## config.mk

```make
export PLATFORM = sky130hd
export DESIGN_NAME = mem_unit
export DESIGN_NICKNAME = d
export VERILOG_FILES = /design/src/hdl/mem_pkg.sv /design/src/hdl/mem_unit.sv /design/src/hdl/load_extend.sv /design/src/hdl/byte_engine.sv /design/src/hdl/lsb_buffer.sv /design/src/hdl/fetch_queue.sv
export SDC_FILE = /design/constraint.sdc
export NUM_CORES = 1
export LEC_CHECK = 0
export ABC_AREA = 1
export BUFFER_PORTS_ARGS = -buffer_cell sky130_fd_sc_hd__buf_2
export CAP_MARGIN = 20
export CORE_ASPECT_RATIO = 1.2
export CORE_MARGIN = 2
export CORE_UTILIZATION = 35
export DETAILED_ROUTE_END_ITERATION = 8
export PLACE_DENSITY = 0.61
export SYNTH_ARGS = -nofsm -noshare
export SYNTH_HDL_FRONTEND = slang
export SYNTH_SLANG_ARGS = --single-unit
```

## constraint.sdc

```tcl
create_clock -name clk -period 4 [get_ports clk]
set_input_delay 0.2 -clock clk [delete_from_list [all_inputs] [get_ports clk]]
set_output_delay 0.2 -clock clk [all_outputs]
set_load 0.05 [all_outputs]
```

## src/hdl/mem_pkg.sv

```systemverilog
`default_nettype none

package mem_pkg;

    // Memory op codes
    localparam int op_w = 5;

    localparam logic [op_w-1:0] op_lb  = 5'b10010;
    localparam logic [op_w-1:0] op_lh  = 5'b10011;
    localparam logic [op_w-1:0] op_lw  = 5'b10100;
    localparam logic [op_w-1:0] op_lbu = 5'b10101;
    localparam logic [op_w-1:0] op_lhu = 5'b10110;
    localparam logic [op_w-1:0] op_sb  = 5'b10111;
    localparam logic [op_w-1:0] op_sh  = 5'b11000;
    localparam logic [op_w-1:0] op_sw  = 5'b11001;

    // Reorder tags and fetch queue sizing
    localparam int tag_w = 3;
    localparam int tag_n = 8;
    localparam int fq_w  = 3;
    localparam int fq_n  = 8;

    localparam int xlen = 32;

    // Byte counts per access size
    localparam int bcnt_w = 3;
    localparam logic [bcnt_w-1:0] bytes_b     = 3'd1;
    localparam logic [bcnt_w-1:0] bytes_h     = 3'd2;
    localparam logic [bcnt_w-1:0] bytes_w     = 3'd4;
    localparam logic [bcnt_w-1:0] fetch_bytes = 3'd4;

endpackage

`default_nettype wire
```

## src/hdl/mem_unit.sv

```systemverilog
`timescale 1ns/100ps
`default_nettype none

module mem_unit
    import mem_pkg::*;
(
    input  wire logic             clk,
    input  wire logic             rst,
    input  wire logic             fetch_valid,
    input  wire logic [xlen-1:0]  fetch_addr,
    input  wire logic             issue_valid,
    input  wire logic [tag_w-1:0] issue_tag,
    input  wire logic [op_w-1:0]  issue_op,
    input  wire logic [xlen-1:0]  issue_addr,
    input  wire logic [xlen-1:0]  issue_data,
    input  wire logic             commit_valid,
    input  wire logic [tag_w-1:0] commit_tag,
    input  wire logic [7:0]       ram_rdata,
    output logic      [xlen-1:0]  ram_addr,
    output logic      [7:0]       ram_wdata,
    output logic                  ram_we,
    output logic                  ins_ready,
    output logic      [xlen-1:0]  ins_value,
    output logic                  mem_done,
    output logic      [tag_w-1:0] done_tag,
    output logic      [xlen-1:0]  done_value,
    output logic                  done_is_load,
    output logic                  fetch_full
);

    logic             fq_valid;
    logic [xlen-1:0]  fq_addr;
    logic             fq_pop;
    logic             cm_valid;
    logic [op_w-1:0]  cm_op;
    logic [xlen-1:0]  cm_addr;
    logic [xlen-1:0]  cm_data;
    logic [tag_w-1:0] cm_tag;
    logic             cm_take;
    logic             eng_done;
    logic             eng_is_ins;
    logic [op_w-1:0]  eng_op;
    logic [tag_w-1:0] eng_tag;
    logic [xlen-1:0]  eng_word;

    fetch_queue fq0 (
        .clk(clk), .rst(rst),
        .push(fetch_valid), .push_addr(fetch_addr),
        .pop(fq_pop), .head_valid(fq_valid), .head_addr(fq_addr),
        .full(fetch_full)
    );

    lsb_buffer lsb0 (
        .clk(clk), .rst(rst),
        .issue_valid(issue_valid), .issue_tag(issue_tag), .issue_op(issue_op),
        .issue_addr(issue_addr), .issue_data(issue_data),
        .commit_valid(commit_valid), .commit_tag(commit_tag), .take(cm_take),
        .cm_valid(cm_valid), .cm_op(cm_op), .cm_addr(cm_addr),
        .cm_data(cm_data), .cm_tag(cm_tag)
    );

    byte_engine eng0 (
        .clk(clk), .rst(rst),
        .fq_valid(fq_valid), .fq_addr(fq_addr), .fq_pop(fq_pop),
        .cm_valid(cm_valid), .cm_op(cm_op), .cm_addr(cm_addr),
        .cm_data(cm_data), .cm_tag(cm_tag), .cm_take(cm_take),
        .ram_rdata(ram_rdata), .ram_addr(ram_addr), .ram_wdata(ram_wdata),
        .ram_we(ram_we),
        .eng_done(eng_done), .eng_is_ins(eng_is_ins), .eng_op(eng_op),
        .eng_tag(eng_tag), .eng_word(eng_word)
    );

    load_extend ext0 (
        .clk(clk), .rst(rst),
        .eng_done(eng_done), .eng_is_ins(eng_is_ins), .eng_op(eng_op),
        .eng_tag(eng_tag), .eng_word(eng_word),
        .ins_ready(ins_ready), .ins_value(ins_value),
        .mem_done(mem_done), .done_tag(done_tag), .done_value(done_value),
        .done_is_load(done_is_load)
    );

endmodule

`default_nettype wire

```

## src/hdl/load_extend.sv

```systemverilog
`timescale 1ns/100ps
`default_nettype none

module load_extend
    import mem_pkg::*;
(
    input  wire logic             clk,
    input  wire logic             rst,
    input  wire logic             eng_done,
    input  wire logic             eng_is_ins,
    input  wire logic [op_w-1:0]  eng_op,
    input  wire logic [tag_w-1:0] eng_tag,
    input  wire logic [xlen-1:0]  eng_word,
    output logic                  ins_ready,
    output logic      [xlen-1:0]  ins_value,
    output logic                  mem_done,
    output logic      [tag_w-1:0] done_tag,
    output logic      [xlen-1:0]  done_value,
    output logic                  done_is_load
);

    logic [xlen-1:0] ext_value;
    logic            is_load;

    // Stores fall through to zero
    always_comb begin
        is_load   = 1'b1;
        ext_value = '0;
        case (eng_op)
            op_lb:  ext_value = {{24{eng_word[7]}}, eng_word[7:0]};
            op_lh:  ext_value = {{16{eng_word[15]}}, eng_word[15:0]};
            op_lbu: ext_value = {24'h000000, eng_word[7:0]};
            op_lhu: ext_value = {16'h0000, eng_word[15:0]};
            op_lw:  ext_value = eng_word;
            default: is_load = 1'b0;
        endcase
    end

    always_ff @(posedge clk) begin
        if (!rst) begin
            ins_ready <= 1'b0;
            mem_done  <= 1'b0;
        end else begin
            ins_ready <= eng_done && eng_is_ins;
            mem_done  <= eng_done && !eng_is_ins;
        end
    end

    always_ff @(posedge clk) begin
        if (eng_done) begin
            ins_value    <= eng_word;
            done_tag     <= eng_tag;
            done_value   <= ext_value;
            done_is_load <= is_load;
        end
    end

endmodule

`default_nettype wire

```

## src/hdl/byte_engine.sv

```systemverilog
`timescale 1ns/100ps
`default_nettype none

module byte_engine
    import mem_pkg::*;
(
    input  wire logic             clk,
    input  wire logic             rst,
    input  wire logic             fq_valid,
    input  wire logic [xlen-1:0]  fq_addr,
    output logic                  fq_pop,
    input  wire logic             cm_valid,
    input  wire logic [op_w-1:0]  cm_op,
    input  wire logic [xlen-1:0]  cm_addr,
    input  wire logic [xlen-1:0]  cm_data,
    input  wire logic [tag_w-1:0] cm_tag,
    output logic                  cm_take,
    input  wire logic [7:0]       ram_rdata,
    output logic      [xlen-1:0]  ram_addr,
    output logic      [7:0]       ram_wdata,
    output logic                  ram_we,
    output logic                  eng_done,
    output logic                  eng_is_ins,
    output logic      [op_w-1:0]  eng_op,
    output logic      [tag_w-1:0] eng_tag,
    output logic      [xlen-1:0]  eng_word
);

    typedef enum logic [1:0] {
        st_idle,
        st_read,
        st_write
    } state_t;

    state_t            state;
    logic [bcnt_w-1:0] cnt;
    logic [bcnt_w-1:0] nbytes;
    logic [xlen-1:0]   base;
    logic [xlen-1:0]   job_data;
    logic [bcnt_w-1:0] cm_bytes;
    logic              cm_store;
    logic              accept;
    logic [1:0]        rd_idx;

    // Access size and direction of the committed op
    always_comb begin
        cm_bytes = bytes_w;
        cm_store = 1'b0;
        case (cm_op)
            op_lb, op_lbu: cm_bytes = bytes_b;
            op_lh, op_lhu: cm_bytes = bytes_h;
            op_sb: begin
                cm_bytes = bytes_b;
                cm_store = 1'b1;
            end
            op_sh: begin
                cm_bytes = bytes_h;
                cm_store = 1'b1;
            end
            op_sw: begin
                cm_bytes = bytes_w;
                cm_store = 1'b1;
            end
            default: cm_bytes = bytes_w;
        endcase
    end

    // Committed memory op beats a queued fetch
    assign accept  = (state == st_idle) && (cm_valid || fq_valid);
    assign cm_take = (state == st_idle) && cm_valid;
    assign fq_pop  = (state == st_idle) && !cm_valid && fq_valid;

    // First read address goes out in the accept cycle itself
    assign ram_addr  = (state == st_idle) ? (cm_valid ? cm_addr : fq_addr)
                                          : base + xlen'(cnt);
    assign ram_we    = (state == st_write);
    assign ram_wdata = job_data[{cnt[1:0], 3'b000} +: 8];

    // Byte arriving now was addressed in the previous cycle
    assign rd_idx = cnt[1:0] - 2'd1;

    always_ff @(posedge clk) begin
        if (!rst) begin
            state    <= st_idle;
            cnt      <= '0;
            eng_done <= 1'b0;
        end else begin
            eng_done <= 1'b0;
            case (state)
                st_idle: begin
                    if (accept) begin
                        if (cm_valid && cm_store) begin
                            state <= st_write;
                            cnt   <= '0;
                        end else begin
                            state <= st_read;
                            cnt   <= 3'd1;
                        end
                    end
                end
                st_read: begin
                    cnt <= cnt + 1'b1;
                    if (cnt == nbytes) begin
                        state    <= st_idle;
                        eng_done <= 1'b1;
                    end
                end
                st_write: begin
                    cnt <= cnt + 1'b1;
                    if (cnt == nbytes - 1'b1) begin
                        state    <= st_idle;
                        eng_done <= 1'b1;
                    end
                end
                default: state <= st_idle;
            endcase
        end
    end

    // Job payload and read assembly
    always_ff @(posedge clk) begin
        if (accept) begin
            base       <= cm_valid ? cm_addr : fq_addr;
            nbytes     <= cm_valid ? cm_bytes : fetch_bytes;
            job_data   <= cm_data;
            eng_op     <= cm_valid ? cm_op : op_lw;
            eng_tag    <= cm_tag;
            eng_is_ins <= !cm_valid;
            eng_word   <= '0;
        end else if (state == st_read) begin
            eng_word[{rd_idx, 3'b000} +: 8] <= ram_rdata;
        end
    end

endmodule

`default_nettype wire

```

## src/hdl/lsb_buffer.sv

```systemverilog
`timescale 1ns/100ps
`default_nettype none

module lsb_buffer
    import mem_pkg::*;
(
    input  wire logic             clk,
    input  wire logic             rst,
    input  wire logic             issue_valid,
    input  wire logic [tag_w-1:0] issue_tag,
    input  wire logic [op_w-1:0]  issue_op,
    input  wire logic [xlen-1:0]  issue_addr,
    input  wire logic [xlen-1:0]  issue_data,
    input  wire logic             commit_valid,
    input  wire logic [tag_w-1:0] commit_tag,
    input  wire logic             take,
    output logic                  cm_valid,
    output logic      [op_w-1:0]  cm_op,
    output logic      [xlen-1:0]  cm_addr,
    output logic      [xlen-1:0]  cm_data,
    output logic      [tag_w-1:0] cm_tag
);

    logic [op_w-1:0] op_mem   [tag_n];
    logic [xlen-1:0] addr_mem [tag_n];
    logic [xlen-1:0] data_mem [tag_n];
    logic [tag_n-1:0] busy;

    // Entry payload is written at the issue edge
    always_ff @(posedge clk) begin
        if (issue_valid) begin
            op_mem[issue_tag]   <= issue_op;
            addr_mem[issue_tag] <= issue_addr;
            data_mem[issue_tag] <= issue_data;
        end
    end

    always_ff @(posedge clk) begin
        if (!rst) begin
            busy     <= '0;
            cm_valid <= 1'b0;
            cm_tag   <= '0;
        end else begin
            if (take) begin
                busy[cm_tag] <= 1'b0;
                cm_valid     <= 1'b0;
            end
            if (issue_valid) begin
                busy[issue_tag] <= 1'b1;
            end
            // Commit of an idle entry is ignored
            if (commit_valid && busy[commit_tag]) begin
                cm_valid <= 1'b1;
                cm_tag   <= commit_tag;
            end
        end
    end

    assign cm_op   = op_mem[cm_tag];
    assign cm_addr = addr_mem[cm_tag];
    assign cm_data = data_mem[cm_tag];

endmodule

`default_nettype wire

```

## src/hdl/fetch_queue.sv

```systemverilog
`timescale 1ns/100ps
`default_nettype none

module fetch_queue
    import mem_pkg::*;
(
    input  wire logic            clk,
    input  wire logic            rst,
    input  wire logic            push,
    input  wire logic [xlen-1:0] push_addr,
    input  wire logic            pop,
    output logic                 head_valid,
    output logic      [xlen-1:0] head_addr,
    output logic                 full
);

    logic [xlen-1:0] addr_mem [fq_n];
    logic [fq_w-1:0] head;
    logic [fq_w-1:0] tail;
    logic [fq_w:0]   count;
    logic [fq_w:0]   count_nxt;
    logic            push_ok;
    logic            pop_ok;

    // A push into a completely full ring is dropped
    assign push_ok = push && (count != (fq_w + 1)'(fq_n));
    assign pop_ok  = pop && (count != '0);

    always_comb begin
        count_nxt = count;
        if (push_ok && !pop_ok) begin
            count_nxt = count + 1'b1;
        end else if (pop_ok && !push_ok) begin
            count_nxt = count - 1'b1;
        end
    end

    always_ff @(posedge clk) begin
        if (!rst) begin
            head  <= '0;
            tail  <= '0;
            count <= '0;
            full  <= 1'b0;
        end else begin
            if (push_ok) begin
                tail <= tail + 1'b1;
            end
            if (pop_ok) begin
                head <= head + 1'b1;
            end
            count <= count_nxt;
            // Almost full when at most one free slot is left
            full  <= (count_nxt >= (fq_w + 1)'(fq_n - 1));
        end
    end

    always_ff @(posedge clk) begin
        if (push_ok) begin
            addr_mem[tail] <= push_addr;
        end
    end

    assign head_valid = (count != '0);
    assign head_addr  = addr_mem[head];

endmodule

`default_nettype wire

```

# After elaboration in Yosys (flattened, before gate mapping)
# Memories as Yosys holds them, arrays and structs flattened. A register that Yosys moved wholly into a read port is not among the register bits.
# Cells that the tools add are included.
# totals
ff_bits	175
latchBits	0
ram_bits	808
romBits	0
input_bits	120
out_inout_bits	112
wordCells	138
mem_count	4
# classes
n_addsub	9
mul	0
div_mod_pow	0
order_cmp	6
eq_ne	20
shifts	3
n_mux	41
n_bitwise	3
reduce_logical	30
# mem_list
memory	words	word_bits	read_ports	rd_ports_with_merged_regs	write_ports	line_no	text
fq0.addr_mem	8	32	1	1	1	fetch_queue.sv:17	logic [xlen-1:0] addr_mem [fq_n];
lsb0.addr_mem	8	32	1	1	1	lsb_buffer.sv:25	logic [xlen-1:0] addr_mem [tag_n];
lsb0.data_mem	8	32	1	1	1	lsb_buffer.sv:26	logic [xlen-1:0] data_mem [tag_n];
lsb0.op_mem	8	5	1	1	1	lsb_buffer.sv:24	logic [op_w-1:0] op_mem [tag_n];
# op_table
cell	count
one-hot mux 32 bit (5 select lines)	1
2-to-1 mux 32 bit	2
equality test 5 bit, second input constant	12
adder 32 x 3 -> 32 bit	1
bitwise mux 32 bit	1
variable shift 8 x 7 -> 32 bit, first input constant	1
variable part select 32 x 6 -> 8 bit	1
variable part select 8 x 7 -> 32 bit	1
2-to-1 mux 8 bit	3
2-to-1 mux 3 bit	7
logical AND 1 bit	14
2-to-1 mux 1 bit	14
less-than comparator 3 x 4 -> 1 bit, second input constant	3
one-hot mux 3 bit (2 select lines)	2
adder 3 x 1 -> 3 bit, second input constant	3
OR reduction 3 bit	3
bitwise AND 8 bit	1
2-to-1 mux 2 bit	4
2-to-1 mux 4 bit	2
NOT 8 bit	1
bitwise OR 8 bit	1
negation 5 -> 7 bit	1
demux 1 bit (select 3 bit)	2
equality test 3 bit	2
other kinds (22)	29

# Logic depth before layout (Yosys ltp)
# Gate-level depths: netlist (run 1).
# depth
depth_word	10
ltp_mapped	15
ltp_nobuf	14

# Cells and area by module
# From an unflattened synthesis (run 1), not the netlist that was laid out.
# unflattened
hier_cells	3445
hier_area_um2	41512.3
# by_module_without_submodules
module	n_inst	cells_each	area_per_inst_um2	seq_area_each_um2
lsb_buffer	1	1664	21953.6	16876.2
fetch_queue	1	826	10677.7	7967.6
byte_engine	1	787	6267.3	3042.9
load_extend	1	168	2613.8	2082.0

# Worst setup path before layout (run 1)
# No wires, ideal clock.
# synth_timing
path_kind	input-to-reg
start	input issue_tag[2]
end	memory lsb0.addr_mem[4][0] (enable)
setup_ns	0.499
t_arrival_ns	3.295
required_ns	3.501
path_slack_ns	0.206
cell_stages	4
n_path_buf	0
path_cell_list	inv_1 -> nor2_1 -> inv_1 -> nor2_1
# synth_lines
element	line_no	text
start, declared	mem_unit.sv:12	input wire logic [tag_w-1:0] issue_tag,
end, declared	lsb_buffer.sv:25	
# Straight into the memory's write port.

==> results of run 1 <==
-- cells by family (layout without fill, tap and decap cells) --
family | count (synthesis) | in the layout | share of synthesized area
DFF | 1021 | 1021 | 0.745
buffers and inverters | 409 | 847 | 0.0422
AOI/OAI and AO/OA | 711 | 711 | 0.104
xor gates and xnor gates | 35 | 35 | 0.00763
and+or+nand+nor | 782 | 782 | 0.0787
adders and majority gates | 18 | 18 | 0.00579
muxes | 64 | 64 | 0.0159
other | 0 | 5 | 0
-- cell type report --
| type | instances | area (um^2) | area share |
|---|---|---|---|
| diodes | 5 | 12.5 | 0.000262 |
| clock buffers | 114 | 2530 | 0.0530 |
| clock inverters | 69 | 746 | 0.0156 |
| inverters | 256 | 967 | 0.0202 |
| multi-input cells | 1610 | 8680 | 0.181 |
| flip-flops and latches | 1021 | 30000 | 0.627 |
| well taps | 1518 | 1900 | 0.0397 |
| repair buffers | 408 | 3010 | 0.0628 |
-- power groups by stage --
stage | Clock, mW | Combinational, mW | Sequential (mW)
final | 9.39 | 6.49 | 13.3
after global routing | 9.97 | 7.01 | 13.4
after CTS | 9.58 | 6.56 | 13.3
after detailed placement | 0 | 6.43 | 13.5
after global placement | 0 | 6.37 | 13.5
after floorplan | 0 | 4.15 | 13.3
-- repair_timing --
item | 4_1_cts | 5_1_grt
gates resized for setup | 0 | 1
hold endpoints to repair | 839 | 0
hold buffers | 117 | 0
setup endpoints to repair | 0 | 1
-- through the flow --
step | cells | utilization | total power [mW] | hold slack, ns
2_1_floorplan | 3040 | - | 17.4 | 0.299
4_1_cts | 4996 | 0.419 | 29.5 | 0.0142
5_1_grt | 5000 | 0.419 | 30.4 | 0.0605
3_5_place_dp | 4696 | 0.380 | 20.0 | 0.406
6_report | 5001 | 0.419 | 29.2 | 0.0563
3_3_place_gp | 4696 | 0.380 | 19.9 | 0.401
-- state kept, by name, indices dropped and copies added (netlist names), 4 cells and up, named ones only --
register,cells
eng0.base,32
eng0.eng_op,5
eng0.eng_word,32
eng0.job_data,32
ext0.done_value,32
ext0.ins_value,32
fq0.addr_mem,256
fq0.count,4
lsb0.addr_mem,256
lsb0.busy,8
lsb0.data_mem,256
lsb0.op_mem,40
-- worst max-delay path, delay by kind of cell (launching register included) --
kind | cells | cell delay (ns)
AOI/OAI and AO/OA | 3 | 0.65
buffers and inverters | 3 | 1.23
and+or+nand+nor | 3 | 0.30
DFF | 1 | 0.45
-- metal layers --
metal  vias up  track usage
met1     12678        0.232
met3       152       0.0290
li1      11816            -
met5         -            0
met4        16       0.0523
met2       762        0.298
-- cells in the final DEF (no fill, tap or decap), drive strengths merged, types with 3 or more instances in the layout --
| cell | count |
|---|---|
| a211oi | 3 |
| a21oi | 100 |
| a221oi | 21 |
| a22o | 6 |
| a22oi | 17 |
| a31oi | 4 |
| buf | 291 |
| bufinv | 11 |
| clkbuf | 114 |
| clkinv | 54 |
| clkinvlp | 3 |
| dfxtp | 69 |
| diode | 5 |
| dlygate4sd3 | 117 |
| edfxtp | 952 |
| ha | 17 |
| inv | 257 |
| mux2i | 64 |
| nand2 | 385 |
| nand3 | 58 |
| nand4 | 36 |
| nor2 | 273 |
| nor3 | 18 |
| nor4 | 8 |
| o2111ai | 4 |
| o211ai | 97 |
| o21ai | 352 |
| o221ai | 32 |
| o22ai | 73 |
| xnor2 | 14 |
| xor2 | 21 |
-- path summary, 6_finish.rpt --
kind	from	endpoint	slack [ns]	cells past startpoint
max	register	ram_addr[16]	0.38	9
min	issue_tag[2]	lsb0.addr_mem[1][24]	0.06	4
max reg2reg	lsb0.cm_tag[0]	eng0.job_data[7]	1.10	7
min reg2reg	eng0.eng_tag[0]	ext0.done_tag[0]	0.42	0
==> impl_results.md, run 1 <==
- Status: complete, no violations
- Final period util: 0.905
- Clock Latency Late Sink: about 0.7 ns
- Worst-margin pin slew: around 1.1 ns
- Clk pwr share: 0.321
- Vias in the first global route: ~25000
- CP endpoint kind: output port
- Largest net degree at the start of global routing: 84
- Die area: ~120000 um^2
- CP arrival: between 3 and 4 ns
- M1 WL: 45300 um
- Sw power: between 9 and 10 mW
- Die X: around 310 um
- Total GRT Usage: 0.176
- Final min period: ~3.6 ns
- RSZ-0062 raised after global routing: false
- # fillers: 10506
- Fin nets: approximately 3500
- Synth async-reset ratio: 0
- DR WL/cell: around 21 um
- Internal: between 15 and 20 mW
- Final count of pins violating max slew: 0
- Pre-antenna DRT Iters: 5
- First-pass GRT wire length: 156000 um
- Row count: approximately 140
- Port-buffer cells: around 230
- Max-cap violations: 0
- WS Path Type: reg -> out
- Core area: roughly 110000 um^2
- WL final: between 100000 and 150000 um
- Setup ws final: ~0.38 ns
- CTS H-Tree Depth: 3
- Count of final setup violators: 0
- CTS sink cnt: 1021
- Slew margin rel.: 0.258
- Top_reg_cell synth: edfxtp_1
- Die H: 375 um
- Initial drt markers: roughly 2400
- Most frequent cell after synthesis: edfxtp_1
- DR vias: about 25000
- CTS Buffer Depth: 3
- Startpoint types: register
- Share of layout cells above drive strength 1: 0.139
- Fmax: approximately 0.28 GHz
- Leak: between 15 and 20 nW
- Number of synthesized flops with an enable pin: approximately 950
- CTS Root Cell: clkbuf_16
- Top sig layer: met5
- DRC viols: 0
- Area growth syn-to-layout: 19.0%
- Post-Syn Nets: roughly 3200
- Initial antenna violation count: 17
- Num CTS Buffers: 98
- Worst path slowest cell: inv_6
- Sw Share: 0.325
- Setup_tns: 0 ns
- DP Area: 43400 um^2
- Via density: 5.08
- Worst path required time: 3.80 ns
- Initial Util: 0.352
- CP Max Fanout: between 80 and 90
- Hold Crit Class: in -> reg
- Clock slew at reported path FFs: around 0.06 ns
- Reg power frac: 0.456
- Seq/Total Area, Yosys: 0.745
- Final Hold Fails: 0
- Share of the synthesized area in the top cell type: 0.711
- Ys Warns: 0
- Final instance area: approximately 48000 um^2
- Syn avg cell area: ~13 um^2
- Main area contributors after synthesis: edfxtp_1, o21ai_0, nand2_1
- Most frequent CP cell: nand2_1
- Distinct cells, synth: 40
- CP Cell Sequence: inv_6, buf_12, nor2_1, o221ai_1, o211ai_1, nand2_1, nand2_1, o21ai_1, buf_2
- Power per standard cell area: roughly 610 nW/um^2
- DRT antenna net count: 0
- Post-CTS Setup Repair Bufs: 0
- GRT overflow: 0
- Post-synth top cells: edfxtp_1, nand2_1, o21ai_0, nor2_1, inv_1
- Synth area leader: edfxtp_1
- Cells after Synth: 3040
- Largest stage delay, worst path: ~0.52 ns
- Peak supply drop: 0.000511 V
- Logic pwr share: 0.222
- Post-Syn Area: approximately 40000 um^2
- #FFs+latches synth: slightly above 1000
- Met2 wire length: between 50000 and 60000 um
- Final Skew: roughly 0.041 ns
- DP Worst Slack: 0.933 ns
- Met3 wire len: 5960 um
- I/O pin count: 232
- Post-DP HPWL: approximately 63000 um
- TritonCTS clock tree: yes
- Gpl congestion: 0.829
(Power assumes the default switching activity.)
==> run 2: changes to the inputs <==
- RECOVER_POWER: not set -> 50
==> run 2 against run 1 <==
The flow now finishes with violations (max-capacitance violations, max-slew violations). First-iteration DRC count up 1.4%. Sequential power hardly changed. Worst hold slack improved by 0.042 ns. Via count is 0.32% lower. Clock power hardly changed. Sequential cell count did not move. Design area decreased by 0.51%. Clock-buffer cell count stayed put. Largest power group unchanged.
==> impl_results.md, run 2 (synthesized netlist as in run 1, its figures left out) <==
- WL final: 105000 um (about the same)
- DP Area: 43400 um^2 (unchanged)
- CP Cell Sequence: buf_4, o21ai_0, o221ai_1, o211ai_1, a31oi_1, buf_2
- GRT overflow: 0 (unchanged)
- Final Hold Fails: 0 (unchanged)
- RSZ-0062 raised after global routing: false
- Most common cell after layout, fill and taps aside: edfxtp_1
- Hold Crit Class: in -> reg
- Fin nets: 3533 (unchanged)
- Largest net degree at the start of global routing: 84 (unchanged)
- Final instance area: 47600 um^2 (-0.51%)
- Count of final setup violators: 0 (unchanged)
- Initial drt markers: 2452 (+1.4%)
- Cell depth of the worst setup path: 6 (-3)
- CTS H-Tree Depth: 3 (unchanged)
- Status: complete, but fails checks
- Max-cap violations: 6 (+6)
- Vias in the first global route: 24762 (unchanged)
- Commonest cells after routing, fill and taps aside: edfxtp_1, nand2_1, o21ai_0, nor2_1, inv_1
- Worst setup endpoint: ram_addr[1]
- Failing checks: max-capacitance violations, max-slew violations
- Final std cells w/o fill: 5002 (+0.020%)
- Fmax: 0.276 GHz (about the same)
- DRT antenna net count: 0 (unchanged)
- Worst r2r dst: eng0.job_data[7]
- Die X: 313 um (unchanged)
- DR WL/cell: 21.0 um (-0.11%)
- Clock slew at reported path FFs: 0.06 ns (about the same)
- First-pass GRT wire length: 156000 um (unchanged)
- Gpl congestion: 0.829 (unchanged)
- Startpoint types: register
- I/O pin count: 232 (unchanged)
- Tot Pwr: 29.2 mW (about the same)
- Final Skew: 0.0432 ns (+0.00201 ns)
- Share of layout cells above drive strength 1: 0.108 (-0.0308)
- Largest delay share family, worst path: compound AO/OA/AOI/OAI gates
- Leak: 16.4 nW (-1.9%)
- Final period util: 0.905 (about the same)
- Largest stage delay, worst path: 0.67 ns (+0.15 ns)
- Final min period: 3.62 ns (+0.0000410 ns)
- Worst path required time: 3.80 ns (about the same)
- WS Path Type: reg -> out
- DR vias: 25342 (-0.32%)
- Power per standard cell area: 613 nW/um^2 (+0.44%)
- CTS sink cnt: 1021 (unchanged)
- Buffers plus inverters on the worst setup path: 2 (-1)
- Post-Route Utilization: 0.417 (-0.00215)
- Via density: 5.07 (-0.34%)
- Reg2reg start: lsb0.cm_tag[0]
- Die area: 118000 um^2 (unchanged)
- Worst-margin pin slew: 2.66 ns (+1.55 ns)
- Port-buffer cells: 231 (unchanged)
- Slew margin rel.: -0.775 (-1.03)
- Peak supply drop: 0.000507 V (-0.85%)
- Clock Latency Late Sink: 0.72 ns (about the same)
- CTS Root Cell: clkbuf_16
- Initial Util: 0.352 (unchanged)
- Dpl cells: 4696 (unchanged)
- Initial antenna violation count: 17 (unchanged)
- Die H: 375 um (unchanged)
- Row count: 136 (unchanged)
- CP Max Fanout: 52 (-37%)
- Biggest regs: fq0.addr_mem (256), lsb0.addr_mem (256), lsb0.data_mem (256)
- TritonCTS clock tree: yes
- CTS Buffer Depth: 3 (unchanged)
- Area growth syn-to-layout: 18.4%
- CP arrival: 3.42 ns (about the same)
- DRC viols: 0 (unchanged)
- # fillers: 10557 (+0.49%)
- Worst r2r path cells: 7 (unchanged)
- Total GRT Usage: 0.176 (unchanged)
- Final count of pins violating max slew: 408 (+408)
- Worst R2R Setup Slack: 1.11 ns (about the same)
- Core area: 114000 um^2 (unchanged)
- CP endpoint kind: output port
- Worst path slowest cell: a31oi_1
- Post-DP HPWL: 62700 um (unchanged)
- Num CTS Buffers: 98 (unchanged)
- Pre-antenna DRT Iters: 6 (+1)
- Setup_tns: 0 ns (unchanged)
run 2: cell types whose count changed in the layout (fill, tap and decap cells not counted), sizes merged:
cell	before	now
diode	5	6
buf	291	181
clkbuf	114	224
run 2: final cells by class:
| class | count | area [um^2] | area share |
|---|---|---|---|
| timing repair buffer | 408 | 2780 | 0.0584 |
| clock inverter | 69 | 746 | 0.0157 |
| sequential | 1021 | 30000 | 0.630 |
| multi-input combinational | 1610 | 8650 | 0.182 |
| antenna | 6 | 15.0 | 0.000316 |
| clock buffer | 114 | 2530 | 0.0532 |
| inverter | 256 | 967 | 0.0203 |
| tap | 1518 | 1900 | 0.0399 |
run 2: worst min path at each step:
| stage | start | to | slack, ns | cells after the start |
|---|---|---|---|---|
| 2_1_floorplan | fetch_addr[0] | fq0.addr_mem[0][0] | 0.30 | 0 |
| 3_3_place_gp | eng0.eng_tag[0] | ext0.done_tag[0] | 0.40 | 0 |
| 3_5_place_dp | eng0.eng_tag[0] | ext0.done_tag[0] | 0.41 | 0 |
| 4_1_cts | issue_tag[2] | lsb0.addr_mem[1][24] | 0.01 | 4 |
| 5_1_grt | issue_tag[1] | lsb0.addr_mem[2][29] | 0.1 | 3 |
| 6_report | issue_tag[1] | lsb0.addr_mem[2][29] | 0.1 | 3 |
run 2: worst reg2reg max path, stage by stage, from the launching register on:
cell	delay (ns)
dfxtp_2	0.67
clkinv_1	0.56
nand3_1	0.28
inv_1	0.28
buf_4	0.35
a22o_1	0.25
a21oi_1	0.12
o2111ai_1	0.10
run 2: per-stage QoR:
stage,hold WS (ns),setup slack (ns)
after global placement,0.401,0.980
after floorplan,0.299,0.206
final,0.0980,0.379
after detailed placement,0.406,0.933
after CTS,0.0142,0.160
after global routing,0.0989,0.115
run 2: power by group:
| part | switching [mW] | internal (mW) | leakage (nW) |
|---|---|---|---|
| registers | 0.577 | 12.8 | 9.27 |
| logic | 4.82 | 1.64 | 5.56 |
| clock network | 4.08 | 5.31 | 1.60 |
| total | 9.48 | 19.7 | 16.4 |
run 2: timing repair:
| action | CTS | global route |
|---|---|---|
| endpoints found under the setup margin | 0 | 1 |
| buffers inserted | 0 | 0 |
| endpoints found under the hold margin | 839 | 0 |
| hold buffers | 117 | 0 |
| resized for setup | 0 | 1 |
run 2: per-layer routing:
metal,routed length [um],vias up,global-route usage,part of all wire
li1,-,11816,-,-
met1,45300,12600,0.232,0.43
met2,51800,754,0.298,0.49
met3,5880,156,0.0290,0.056
met4,2230,16,0.0523,0.021
met5,91,-,0,0.00086
==> run 3: changes to the inputs <==
- CORE_ASPECT_RATIO: 1.2 -> 1.5
==> run 3 against run 2 <==
Clock power shrank 5.5%. The flow still finishes with violations (max-capacitance violations, max-slew violations). Combinational power shrank 2%. Highest routed layer unchanged. Register-to-register slack gained 0.22 ns. Design area shrank 0.77%. Non-clock buffer count shrank 4. Worst hold slack lost 0.019 ns.
==> impl_results.md, run 3 (synthesized netlist as in run 1, its figures left out) <==
- Vias in the first global route: 24678 (-0.34%)
- Final period util: 0.893 (-0.0120)
- Initial antenna violation count: 20 (+3)
- Tot Pwr: 28.5 mW (-2.4%)
- I/O pin count: 232 (unchanged)
- Worst-margin pin slew: 2.77 ns (+0.103 ns)
- CP endpoint kind: output port
- DRT antenna net count: 0 (unchanged)
- Count of final setup violators: 0 (unchanged)
- Sw power: 9.31 mW (-1.7%)
- Share of layout cells above drive strength 1: 0.102 (-0.00563)
- TritonCTS clock tree: yes
- Power per standard cell area: 603 nW/um^2 (-1.7%)
- Most common cell after layout, fill and taps aside: edfxtp_1
- CTS Root Cell: clkbuf_16
- Hold Crit Class: in -> reg
- Max-cap violations: 8 (+2)
- Num CTS Buffers: 94 (-4.1%)
- Leak: 16.3 nW (-0.91%)
- Resized cells post-CTS: 0 (unchanged)
- Worst r2r path cells: 8 (+1)
- CTS Buffer Depth: 3 (unchanged)
- Final Hold Fails: 0 (unchanged)
- WL final: 105000 um (-0.40%)
- Clock Latency Late Sink: 0.71 ns (about the same)
- Biggest regs: fq0.addr_mem (256), lsb0.addr_mem (256), lsb0.data_mem (256)
- DR vias: 25352 (+0.039%)
- CP arrival: 3.37 ns (-0.05 ns)
- Core area: 114000 um^2 (about the same)
- M1 WL: 43200 um (-4.5%)
- Fin nets: 3525 (-0.23%)
- Row count: 152 (+12%)
- CTS sink cnt: 1021 (unchanged)
- Sw Share: 0.327 (+0.00227)
- Clk pwr share: 0.311 (-0.011)
- DRC viols: 0 (unchanged)
- Met3 wire len: 5830 um (-0.94%)
- Hold Path Cell Cnt: 4 (+1)
- CTS H-Tree Depth: 3 (unchanged)
- Die X: 281 um (-10%)
- Failing checks: max-capacitance violations, max-slew violations
- DR WL/cell: 21.3 um (+1.0%)
- Initial Util: 0.352 (about the same)
- Post-CTS Setup Repair Bufs: 0 (unchanged)
- Port-buffer cells: 231 (unchanged)
- Final count of pins violating max slew: 231 (-43%)
- Area growth syn-to-layout: 17.5%
- Peak supply drop: 0.000540 V (+6.5%)
- RSZ-0062 raised after global routing: false
- Startpoint types: register
- Die H: 419 um (+12%)
- WS Path Type: reg -> out
- Final Skew: 0.0347 ns (-0.00852 ns)
- Pre-antenna DRT Iters: 6 (unchanged)
- Commonest cells after routing, fill and taps aside: edfxtp_1, nand2_1, o21ai_0, nor2_1, inv_1
- Slew margin rel.: -0.850 (-0.0753)
- Clock slew at reported path FFs: 0.06 ns (about the same)
- Worst path required time: 3.80 ns (about the same)
- Gpl congestion: 0.840 (+1.3%)
- First-pass GRT wire length: 156000 um (-0.32%)
- Via density: 5.14 (+1.5%)
- Status: complete, but fails checks
- Post-DP HPWL: 64300 um (+2.4%)
- Internal: 19.2 mW (-2.7%)
- Met2 wire length: 52500 um (+1.3%)
- Reg power frac: 0.465 (+0.008)
- Largest net degree at the start of global routing: 151 (+80%)
- Final min period: 3.57 ns (-0.0478 ns)
- Total GRT Usage: 0.176 (about the same)
- GRT overflow: 0 (unchanged)
- Fmax: 0.280 GHz (+1.3%)
- Initial drt markers: 2106 (-14%)
- Die area: 118000 um^2 (about the same)
- CP Max Fanout: 4 (-92%)
- Logic pwr share: 0.224 (+0.002)
- Top sig layer: met5
- CTS Hold Bufs: 115 (-1.7%)
- Setup_tns: 0 ns (unchanged)
run 3: cell count changes in the layout (fill, tap and decap cells not counted), sizes merged:
cell / previous run / this run
bufinv: 11 / 6
clkbuf: 224 / 220
buf: 181 / 184
clkinv: 54 / 51
inv: 257 / 254
dlygate4sd3: 117 / 115
diode: 6 / 5
run 3: path summary, 6_finish.rpt:
kind	start	endpoint	slack [ns]
worst min-delay path	commit_valid	lsb0.cm_valid	0.08
worst max-delay path	eng0.cnt[0]	ram_addr[26]	0.43
worst max register to register	lsb0.cm_tag[0]	eng0.job_data[20]	1.33
worst min register to register	eng0.eng_word[20]	ext0.ins_value[20]	0.43
run 3: area by class of cell:
type	count	area [um^2]
clock inverters	58	548
diodes	5	12.5
well taps	1463	1830
flip-flops and latches	1021	30000
inverters	256	965
clock buffers	115	2470
multi-input cells	1610	8620
repair buffers	404	2780
fillers	10555	66900
run 3: power by group through the flow:
stage | Clock [mW] | Combinational (mW) | Sequential (mW)
floorplan | 0 | 4.15 | 13.3
global placement | 0 | 6.28 | 13.5
detailed placement | 0 | 6.34 | 13.5
CTS | 9.03 | 6.45 | 13.2
global route | 9.41 | 6.88 | 13.3
finish | 8.86 | 6.37 | 13.3
run 3: layer usage:
metal / track usage / up-vias
met3: 0.0296 / 207
met1: 0.220 / 12618
met5: 0 / -
li1: - / 11783
met4: 0.0667 / 22
met2: 0.304 / 722
run 3: through the flow:
stage | utilization | hold WS (ns) | setup WS (ns) | area, um^2 | cells
floorplan | - | 0.299 | 0.206 | 40200 | 3040
global placement | 0.379 | 0.410 | 1.18 | 43200 | 4639
detailed placement | 0.379 | 0.415 | 1.15 | 43200 | 4639
CTS | 0.416 | 0.0274 | 0.368 | 47400 | 4927
global route | 0.414 | 0.0935 | 0.154 | 47200 | 4931
finish | 0.414 | 0.0795 | 0.426 | 47200 | 4932
run 3: worst max-delay path, stage by stage (launching register included):
cell	delay (ns)
dfxtp_1	0.34
ha_1	0.20
fa_1	0.20
nand2_1	0.07
nand2_1	0.16
nand3_1	0.18
nor2_2	0.22
nand3_1	0.17
nor2_2	0.22
nand3_1	0.17
nor2_1	0.12
nand2_1	0.06
nand2_1	0.06
nand2_1	0.04
nand2_1	0.18
buf_2	0.30
